File: src/usb_tx_pkg.sv
package usb_tx_pkg;

  // Packet buffer depth in bytes
  localparam int max_pkt = 8;
  // Byte count field width, holds 0 through 8
  localparam int nbytes_w = 4;

  // Full-speed line states as {d+, d-}
  localparam logic [1:0] line_j   = 2'b10;
  localparam logic [1:0] line_k   = 2'b01;
  localparam logic [1:0] line_se0 = 2'b00;

  // PID coding group lives in pid[1:0]
  localparam logic [1:0] pid_grp_data      = 2'b11;
  localparam logic [1:0] pid_grp_handshake = 2'b10;

  // Seven zeros then a one, sent LSB first
  localparam logic [7:0] sync_byte = 8'h80;

  // Wishbone word addresses
  localparam logic [3:0] addr_ctrl     = 4'd0;
  localparam logic [3:0] addr_status   = 4'd1;
  // Buffer spans 8 through 15
  localparam logic [3:0] addr_buf_base = 4'd8;

  // Which packet field a bit slot belongs to
  typedef enum logic [2:0] {
    ph_sync = 3'd0,
    ph_pid  = 3'd1,
    ph_data = 3'd2,
    ph_crc  = 3'd3,
    ph_eop  = 3'd4
  } tx_phase_e;

  // One bit slot on the shared timeline
  typedef struct packed {
    logic      valid;
    // Packet bit, unused in the CRC phase
    logic      value;
    tx_phase_e phase;
  } tx_bit_t;

  // Control word, PID in the low nibble
  typedef struct packed {
    logic [nbytes_w-1:0] nbytes;
    logic [3:0]          pid;
  } ctrl_word_t;

  // Write data seen as a buffer byte or as a control word
  typedef union packed {
    logic [7:0] raw;
    ctrl_word_t ctrl;
  } wb_wdata_u;

endpackage

File: src/usb_tx_regs.sv
`timescale 1ns/1ps

module usb_tx_regs (
  input  logic                                   i_clk_12MHz,
  input  logic                                   i_rst_n,
  input  logic                                   i_wb_cyc,
  input  logic                                   i_wb_stb,
  input  logic                                   i_wb_we,
  input  logic [3:0]                             i_wb_adr,
  input  logic [7:0]                             i_wb_dat,
  input  logic                                   i_done,
  input  logic [$clog2(usb_tx_pkg::max_pkt)-1:0] i_rd_idx,
  output logic [7:0]                             o_wb_dat,
  output logic                                   o_wb_ack,
  output logic                                   o_start,
  output usb_tx_pkg::ctrl_word_t                 o_ctrl,
  output logic [7:0]                             o_rd_byte
);

  // Packet payload storage
  logic [7:0] buf_mem [usb_tx_pkg::max_pkt];

  usb_tx_pkg::wb_wdata_u wdata;
  usb_tx_pkg::ctrl_word_t ctrl_q;
  logic [$clog2(usb_tx_pkg::max_pkt)-1:0] buf_idx;
  logic [7:0] rdata_q;
  logic req;
  logic is_ctrl;
  logic is_status;
  logic is_buf;
  logic hold;
  logic accept;
  logic ack_q;
  logic ctrl_ack_q;
  logic start_q;
  logic busy_q;

  // Same write word, decoded per address below
  assign wdata = i_wb_dat;

  assign req       = i_wb_cyc && i_wb_stb;
  assign is_ctrl   = i_wb_adr == usb_tx_pkg::addr_ctrl;
  assign is_status = i_wb_adr == usb_tx_pkg::addr_status;
  assign is_buf    = i_wb_adr >= usb_tx_pkg::addr_buf_base;
  assign buf_idx   = i_wb_adr[$clog2(usb_tx_pkg::max_pkt)-1:0];

  // Control write waits while a packet is on the line
  // Done frees it in the same cycle so the ack follows right after EOP
  assign hold   = i_wb_we && is_ctrl && busy_q && !i_done;
  // No accept while ack is high, keeps ack one cycle wide
  assign accept = req && !ack_q && !hold;

  always_ff @(posedge i_clk_12MHz) begin
    if (!i_rst_n) begin
      ack_q      <= 1'b0;
      ctrl_ack_q <= 1'b0;
      start_q    <= 1'b0;
      busy_q     <= 1'b0;
      ctrl_q     <= '0;
    end else begin
      ack_q      <= accept;
      ctrl_ack_q <= accept && i_wb_we && is_ctrl;
      // Start follows the accepting ack by one cycle
      start_q    <= ctrl_ack_q;
      if (accept && i_wb_we && is_ctrl) begin
        ctrl_q <= wdata.ctrl;
        busy_q <= 1'b1;
      end else if (i_done) begin
        busy_q <= 1'b0;
      end
    end
  end

  // Buffer byte write
  always_ff @(posedge i_clk_12MHz) begin
    if (accept && i_wb_we && is_buf) begin
      buf_mem[buf_idx] <= wdata.raw;
    end
  end

  // Read data captured at accept, valid together with ack
  always_ff @(posedge i_clk_12MHz) begin
    if (accept) begin
      if (is_buf) begin
        rdata_q <= buf_mem[buf_idx];
      end else if (is_status) begin
        rdata_q <= {7'd0, busy_q};
      end else if (is_ctrl) begin
        rdata_q <= ctrl_q;
      end else begin
        rdata_q <= 8'd0;
      end
    end
  end

  // Sequencer side read port, combinational
  assign o_rd_byte = buf_mem[i_rd_idx];

  assign o_wb_dat = rdata_q;
  assign o_wb_ack = ack_q;
  assign o_start  = start_q;
  assign o_ctrl   = ctrl_q;

endmodule

File: src/usb_tx_sequencer.sv
`timescale 1ns/1ps

module usb_tx_sequencer (
  input  logic                                   i_clk_12MHz,
  input  logic                                   i_rst_n,
  input  logic                                   i_start,
  input  usb_tx_pkg::ctrl_word_t                 i_ctrl,
  input  logic                                   i_stall,
  input  logic [7:0]                             i_rd_byte,
  output logic [$clog2(usb_tx_pkg::max_pkt)-1:0] o_rd_idx,
  output usb_tx_pkg::tx_bit_t                    o_bit
);

  logic                                active_q;
  usb_tx_pkg::tx_phase_e               phase_q;
  logic [2:0]                          bit_cnt_q;
  logic [usb_tx_pkg::nbytes_w-1:0]     byte_cnt_q;
  logic [7:0]                          shift_q;

  // Current slot, start overrides the idle state
  logic                                cur_valid;
  usb_tx_pkg::tx_phase_e               cur_phase;
  logic [2:0]                          cur_cnt;
  logic [usb_tx_pkg::nbytes_w-1:0]     cur_bytes;
  logic [7:0]                          cur_shift;
  logic [usb_tx_pkg::nbytes_w-1:0]     next_bytes;
  logic                                byte_end;
  logic                                is_data_pid;
  logic                                advance;

  always_comb begin
    cur_valid = active_q || i_start;
    cur_phase = i_start ? usb_tx_pkg::ph_sync : phase_q;
    cur_cnt   = i_start ? 3'd0 : bit_cnt_q;
    cur_bytes = i_start ? '0 : byte_cnt_q;
    cur_shift = i_start ? usb_tx_pkg::sync_byte : shift_q;
  end

  assign next_bytes  = cur_bytes + 1'b1;
  assign byte_end    = cur_cnt == 3'd7;
  assign is_data_pid = i_ctrl.pid[1:0] == usb_tx_pkg::pid_grp_data;
  // Stuffed zero on the line, everything holds
  assign advance     = cur_valid && !i_stall;

  // Index of the byte loaded at the end of this one
  assign o_rd_idx = (cur_phase == usb_tx_pkg::ph_data) ?
                    next_bytes[$clog2(usb_tx_pkg::max_pkt)-1:0] : '0;

  always_comb begin
    o_bit.valid = cur_valid;
    o_bit.value = cur_shift[0];
    o_bit.phase = cur_phase;
  end

  // Field FSM and counters
  always_ff @(posedge i_clk_12MHz) begin
    if (!i_rst_n) begin
      active_q   <= 1'b0;
      phase_q    <= usb_tx_pkg::ph_sync;
      bit_cnt_q  <= 3'd0;
      byte_cnt_q <= '0;
    end else if (advance) begin
      active_q   <= 1'b1;
      phase_q    <= cur_phase;
      bit_cnt_q  <= cur_cnt + 3'd1;
      byte_cnt_q <= cur_bytes;
      if (cur_phase == usb_tx_pkg::ph_eop) begin
        // Three EOP slots, SE0 SE0 J, then idle
        if (cur_cnt == 3'd2) begin
          active_q  <= 1'b0;
          phase_q   <= usb_tx_pkg::ph_sync;
          bit_cnt_q <= 3'd0;
        end
      end else if (byte_end) begin
        case (cur_phase)
          usb_tx_pkg::ph_sync: phase_q <= usb_tx_pkg::ph_pid;
          usb_tx_pkg::ph_pid: begin
            if (!is_data_pid) begin
              // Handshake has no payload and no CRC
              phase_q <= usb_tx_pkg::ph_eop;
            end else if (i_ctrl.nbytes == '0) begin
              phase_q    <= usb_tx_pkg::ph_crc;
              byte_cnt_q <= '0;
            end else begin
              phase_q <= usb_tx_pkg::ph_data;
            end
          end
          usb_tx_pkg::ph_data: begin
            byte_cnt_q <= next_bytes;
            if (next_bytes == i_ctrl.nbytes) begin
              phase_q    <= usb_tx_pkg::ph_crc;
              byte_cnt_q <= '0;
            end
          end
          usb_tx_pkg::ph_crc: begin
            // Byte count reused for the two CRC bytes
            if (cur_bytes != '0) begin
              phase_q <= usb_tx_pkg::ph_eop;
            end else begin
              byte_cnt_q <= next_bytes;
            end
          end
          default: phase_q <= usb_tx_pkg::ph_eop;
        endcase
      end
    end
  end

  // Byte shifter, LSB is the bit in flight
  always_ff @(posedge i_clk_12MHz) begin
    if (advance) begin
      if (!byte_end) begin
        shift_q <= cur_shift >> 1;
      end else if (cur_phase == usb_tx_pkg::ph_sync) begin
        // Check nibble is the complement of the PID
        shift_q <= {~i_ctrl.pid, i_ctrl.pid};
      end else begin
        shift_q <= i_rd_byte;
      end
    end
  end

endmodule

File: src/usb_tx_crc16.sv
`timescale 1ns/1ps

module usb_tx_crc16 (
  input  logic                i_clk_12MHz,
  input  logic                i_rst_n,
  input  usb_tx_pkg::tx_bit_t i_bit,
  input  logic                i_stall,
  output logic                o_crc_bit
);

  logic [15:0] crc_q;
  logic        fb;

  // Reflected form of x^16+x^15+x^2+1, LSB is the oldest term
  assign fb = i_bit.value ^ crc_q[0];

  always_ff @(posedge i_clk_12MHz) begin
    if (!i_rst_n) begin
      crc_q <= '1;
    end else if (i_bit.valid && !i_stall) begin
      case (i_bit.phase)
        // All ones seed so leading zeros count
        usb_tx_pkg::ph_sync: crc_q <= '1;
        usb_tx_pkg::ph_data: begin
          crc_q <= {fb, crc_q[15], crc_q[14] ^ fb, crc_q[13:2], crc_q[1] ^ fb};
        end
        // Remainder goes out LSB first
        usb_tx_pkg::ph_crc: crc_q <= crc_q >> 1;
        default: crc_q <= crc_q;
      endcase
    end
  end

  // Inverted so trailing zeros are still caught
  assign o_crc_bit = ~crc_q[0];

endmodule

File: src/usb_tx_line.sv
`timescale 1ns/1ps

module usb_tx_line (
  input  logic                i_clk_12MHz,
  input  logic                i_rst_n,
  input  usb_tx_pkg::tx_bit_t i_bit,
  input  logic                i_crc_bit,
  output logic                o_stall,
  output logic                o_done,
  output logic                o_dp,
  output logic                o_dn,
  output logic                o_tx_en
);

  logic [2:0] ones_q;
  logic [1:0] eop_cnt_q;
  logic [1:0] pn_q;
  logic       done_q;
  logic       tx_en_q;
  logic       send_bit;
  logic       in_eop;

  // Six ones in a row, next line bit is a stuffed zero
  assign o_stall = ones_q == 3'd6;

  // CRC phase slots carry the remainder bit instead
  assign send_bit = (i_bit.phase == usb_tx_pkg::ph_crc) ? i_crc_bit : i_bit.value;
  assign in_eop   = i_bit.phase == usb_tx_pkg::ph_eop;

  always_ff @(posedge i_clk_12MHz) begin
    if (!i_rst_n) begin
      ones_q    <= 3'd0;
      eop_cnt_q <= 2'd0;
      pn_q      <= usb_tx_pkg::line_j;
      done_q    <= 1'b0;
      tx_en_q   <= 1'b0;
    end else begin
      done_q <= 1'b0;
      // Enable drops the cycle after the closing J
      if (done_q) begin
        tx_en_q <= 1'b0;
      end else if (i_bit.valid) begin
        tx_en_q <= 1'b1;
      end
      if (i_bit.valid) begin
        if (o_stall) begin
          // Stuffed zero toggles the line
          pn_q   <= ~pn_q;
          ones_q <= 3'd0;
        end else if (in_eop) begin
          ones_q <= 3'd0;
          if (eop_cnt_q == 2'd2) begin
            // Back to idle J, done marks this cycle
            pn_q      <= usb_tx_pkg::line_j;
            eop_cnt_q <= 2'd0;
            done_q    <= 1'b1;
          end else begin
            pn_q      <= usb_tx_pkg::line_se0;
            eop_cnt_q <= eop_cnt_q + 2'd1;
          end
        end else if (send_bit) begin
          // NRZI one holds the level
          ones_q <= ones_q + 3'd1;
        end else begin
          pn_q   <= ~pn_q;
          ones_q <= 3'd0;
        end
      end
    end
  end

  assign o_done  = done_q;
  assign o_tx_en = tx_en_q;
  assign o_dp    = pn_q[1];
  assign o_dn    = pn_q[0];

endmodule

File: src/usb_tx_top.sv
`timescale 1ns/1ps

module usb_tx_top (
  input  logic       i_clk_12MHz,
  input  logic       i_rst_n,
  input  logic       i_wb_cyc,
  input  logic       i_wb_stb,
  input  logic       i_wb_we,
  input  logic [3:0] i_wb_adr,
  input  logic [7:0] i_wb_dat,
  output logic [7:0] o_wb_dat,
  output logic       o_wb_ack,
  output logic       o_dp,
  output logic       o_dn,
  output logic       o_tx_en
);

  usb_tx_pkg::ctrl_word_t                 ctrl;
  usb_tx_pkg::tx_bit_t                    tx_bit;
  logic [$clog2(usb_tx_pkg::max_pkt)-1:0] rd_idx;
  logic [7:0]                             rd_byte;
  logic                                   start;
  logic                                   stall;
  logic                                   done;
  logic                                   crc_bit;

  // Bus window, buffer and busy flag
  usb_tx_regs u_regs (
    .i_clk_12MHz (i_clk_12MHz),
    .i_rst_n     (i_rst_n),
    .i_wb_cyc    (i_wb_cyc),
    .i_wb_stb    (i_wb_stb),
    .i_wb_we     (i_wb_we),
    .i_wb_adr    (i_wb_adr),
    .i_wb_dat    (i_wb_dat),
    .i_done      (done),
    .i_rd_idx    (rd_idx),
    .o_wb_dat    (o_wb_dat),
    .o_wb_ack    (o_wb_ack),
    .o_start     (start),
    .o_ctrl      (ctrl),
    .o_rd_byte   (rd_byte)
  );

  // Packet fields one slot ahead of the line
  usb_tx_sequencer u_seq (
    .i_clk_12MHz (i_clk_12MHz),
    .i_rst_n     (i_rst_n),
    .i_start     (start),
    .i_ctrl      (ctrl),
    .i_stall     (stall),
    .i_rd_byte   (rd_byte),
    .o_rd_idx    (rd_idx),
    .o_bit       (tx_bit)
  );

  // Follows the same slots as the line encoder
  usb_tx_crc16 u_crc (
    .i_clk_12MHz (i_clk_12MHz),
    .i_rst_n     (i_rst_n),
    .i_bit       (tx_bit),
    .i_stall     (stall),
    .o_crc_bit   (crc_bit)
  );

  usb_tx_line u_line (
    .i_clk_12MHz (i_clk_12MHz),
    .i_rst_n     (i_rst_n),
    .i_bit       (tx_bit),
    .i_crc_bit   (crc_bit),
    .o_stall     (stall),
    .o_done      (done),
    .o_dp        (o_dp),
    .o_dn        (o_dn),
    .o_tx_en     (o_tx_en)
  );

endmodule

File: config.mk
export PLATFORM = sky130hd
export DESIGN_NAME = usb_tx_top
export DESIGN_NICKNAME = d
export VERILOG_FILES = /design/src/usb_tx_pkg.sv /design/src/usb_tx_regs.sv /design/src/usb_tx_sequencer.sv /design/src/usb_tx_crc16.sv /design/src/usb_tx_line.sv /design/src/usb_tx_top.sv
export SDC_FILE = /design/constraint.sdc
export NUM_CORES = 1
export LEC_CHECK = 0
export ABC_CLOCK_PERIOD_IN_PS = 5400
export BUFFER_PORTS_ARGS = -buffer_cell sky130_fd_sc_hd__buf_2
export CAP_MARGIN = 25
export CORE_ASPECT_RATIO = 1.75
export CORE_UTILIZATION = 40
export DETAILED_ROUTE_END_ITERATION = 6
export GPL_ROUTABILITY_DRIVEN = 0
export PLACE_DENSITY = 0.67
export SLEW_MARGIN = 20
export SYNTH_ARGS = -nofsm -noshare
export SYNTH_HDL_FRONTEND = slang
export SYNTH_SLANG_ARGS = --single-unit
File: constraint.sdc
create_clock -name i_clk_12MHz -period 5.4 [get_ports i_clk_12MHz]
set_clock_uncertainty 0.15 [all_clocks]
set_input_delay 0.54 -clock i_clk_12MHz [delete_from_list [all_inputs] [get_ports i_clk_12MHz]]
set_output_delay 0.54 -clock i_clk_12MHz [all_outputs]
set_load 0.05 [all_outputs]
==> flow_summary.yaml <==
setup_path:
  max_stage_delay_ps: 650
  cp.required_ps: 5410
  worst-path-buf-inv: 2
  cp-end-kind: "flop"
  path_max_fanout: 38
  crit_path_start_kind: "flop"
  worstPathCellList: "buf_4 -> nand2b_1 -> inv_1 -> ha_1 -> xor2_2 -> and2_1 -> mux2i_1 -> a221oi_2 -> or4_1"
  critical-path-top-delay-family: "simple AND/OR/NAND/NOR gates"
  criticalPathCategory: "reg2reg"
  critPathSlowestCell: "and2_1"
  arrival_ps: 3790
grt:
  grt_pass1_vias: 4714
  grt_use_total_pct: 20.97
  grt_first_pass_wirelength_mm: 25.64
  grt_max_degree: 39
  overflow: 0
  antenna_found_initial: 0
logic_synthesis:
  synthSimpleGateAreaFrac_pct: 16.28
  synth_compound_area_share_pct: 12.88
  synthMuxAreaShare_pct: 11.10
  syn_area_um2: 6334
  synth_edf_count: 80
  ys_types: 72
  synth_top_family_by_area: "simple AND/OR/NAND/NOR gates"
  synthArstFlopShare_pct: 0
  synth-xor-area-share_pct: 1.501
  yosysWarnings: 0
  syn_inst: 556
  synthFlopType: "edfxtp_1"
  syn_nets: 580
  ys_seq_area_share_pct: 53.10
  synth_fa_ha_area_share_pct: 1.383
  avgSynthCellArea_um2: 11.39
  synth_seq_cells: 128
layout:
  fin_area_um2: 7167
  antennaDiodeCount: 0
  final_cell_mix: "edfxtp_1 (80), nor2_1 (51), nand2_1 (48), dfxtp_1 (48), buf_2 (28)"
  finalNonFillerCells: 765
  fin_nets: 590
  drive_above_1_share_pct: 17.79
  area_growth_pct: 13.16
  final_common_cell: "edfxtp_1"
clocking:
  clkTransAtPathRegs_ps: 60
  post_cts_buffers: 0
  cts_buffer_depth: 2
  cts_tree: "done"
  htreeDepth: 4
  cts_hold_buf: 0
  cts_made_buffers: 17
  ctsResizeCount: 0
  cts_sinks: 128
  cts-root-buf: "clkbuf_16"
  clock_latency_ps: 420
place:
  place.detailed.hpwl_mm: 12.10
  port_buffers: 28
  dp_cells: 733
  placed_cell_area_um2: 6531
floorplanning:
  die_area_um2: 16360
  rows: 60
  die_x_um: 97.12
  core_area_um2: 15390
  initial_core_util_pct: 41.15
  die_h_um: 168.5
  io_pins: 29
pwr:
  p_sw_uw: 518.5
  ir_drop_mv: 0.2042
  p_leak_nw: 2.586
  p_seq_share_pct: 44.1
  p_clk_share_pct: 52.3
  power.density_nw_per_um2: 331.0
  internal-power_mw: 1.854
  p_comb_share_pct: 3.6
  swShare_pct: 21.86
outcome:
  status: "complete, no violations"
timing:
  setup_tns_ps: 0
  hold_viol_final: 0
  max_freq_mhz: 264.8
  slew_violations: 0
  final-setup-viol-count: 0
  worst_pin_slew_ps: 991.0
  rsz0062_at_grt: "false"
  fin_crit_sh_pct: 69.93
  fin_crit_ps: 3776
  relSlewSlack_pct: 33.69
route:
  dr.pass1.iters: 6
  via_count: 4641
  ant_nets: 0
  drc: 0
  drt_iter0_markers: 299
  vias_per_cell: 6.067
  routedWlPerCell_um: 21.98
  wirelength_mm: 16.81
flow_run:
  max_cap_viol_count: 0
hold_path:
  hold_class: "in2reg"
path summary, 6_finish.rpt:
path	from	end	slack, ps	cells past startpoint
worst max-delay path	u_regs.o_start	u_seq.shift_q[5]	1620	9
worst max register to register	u_regs.o_start	u_seq.shift_q[5]	1620	9
worst min-delay path	i_wb_we	u_regs.busy_q	260	3
worst min register to register	u_line.o_done	u_line.o_tx_en	280	1
tightest hold or removal path, cell delays in order:
cell,delay (ps)
buf_2,120
nand3_1,60
a21oi_1,60
power groups by stage:
stage,Sequential [mW],Clock [mW],Combinational (mW)
3_5_place_dp,1.07,0,0.0857
2_1_floorplan,1.08,0,0.0430
3_3_place_gp,1.07,0,0.0843
4_1_cts,1.05,1.25,0.0860
6_report,1.05,1.24,0.0858
5_1_grt,1.05,1.29,0.0904
layer usage:
metal  up-vias  GRT usage [%]  wire [µm]
li1       2121              -          -
met5         -              0          0
met4         0          15.57       1151
met3        64          3.964        669
met1      2299          19.61       5685
met2       157          39.77       9304
state kept, by name, summed over array words and instances, names as in the netlist, 3 cells and up:
name,cells
u_seq.bit_cnt_q,3
u_seq.byte_cnt_q,4
u_regs.buf_mem,64
u_crc.crc_q,16
u_regs.o_ctrl,8
u_line.ones_q,3
u_seq.phase_q,3
u_regs.o_wb_dat,8
u_seq.shift_q,8
cell families after synthesis:
kind of cell	after synthesis
AOI/OAI and AO/OA	115
and+or+nand+nor	197
muxes	49
xor gates and xnor gates	10
DFF	128
buffers and inverters	50
adders and majority gates	7
final cells by class:
type,count,area (µm²)
clock buffer,18,429.2
clock inverter,14,202.7
fill,1356,8223
inverter,12,45.04
multi-input combinational,378,2746
sequential,128,3363
tap,186,232.7
timing repair buffer,29,147.6
through the flow:
stage | utilization [%] | hold WS [ps] | setup slack [ps] | power, mW
finish | 46.57 | 262.9 | 1624 | 2.372
detailed placement | 42.44 | 264.0 | 1671 | 1.153
global placement | 42.44 | 260.3 | 1861 | 1.151
floorplan | - | 241.8 | 2291 | 1.122
CTS | 46.54 | 254.1 | 1684 | 2.379
global route | 46.57 | 270.5 | 1440 | 2.422
cells in the mapped netlist (all sizes together) (8+ instances only):
library cell | number | share of area (%)
a22o | 8 | 1.1
mux4 | 16 | 5.7
buf | 20 | 2.0
mux2i | 23 | 3.6
clkbuf | 18 | 1.1
nor2b | 8 | 0.79
nand2 | 50 | 3.0
edfxtp | 80 | 38
o21ai | 34 | 2.7
nor2 | 53 | 3.5
dfxtp | 48 | 15
mux2 | 10 | 1.8
nor3 | 27 | 2.2
a21oi | 13 | 1.0
inv | 12 | 0.71
nand2b | 11 | 1.1
nand3 | 14 | 1.1
Note: power is estimated with default switching activity, not from simulation.
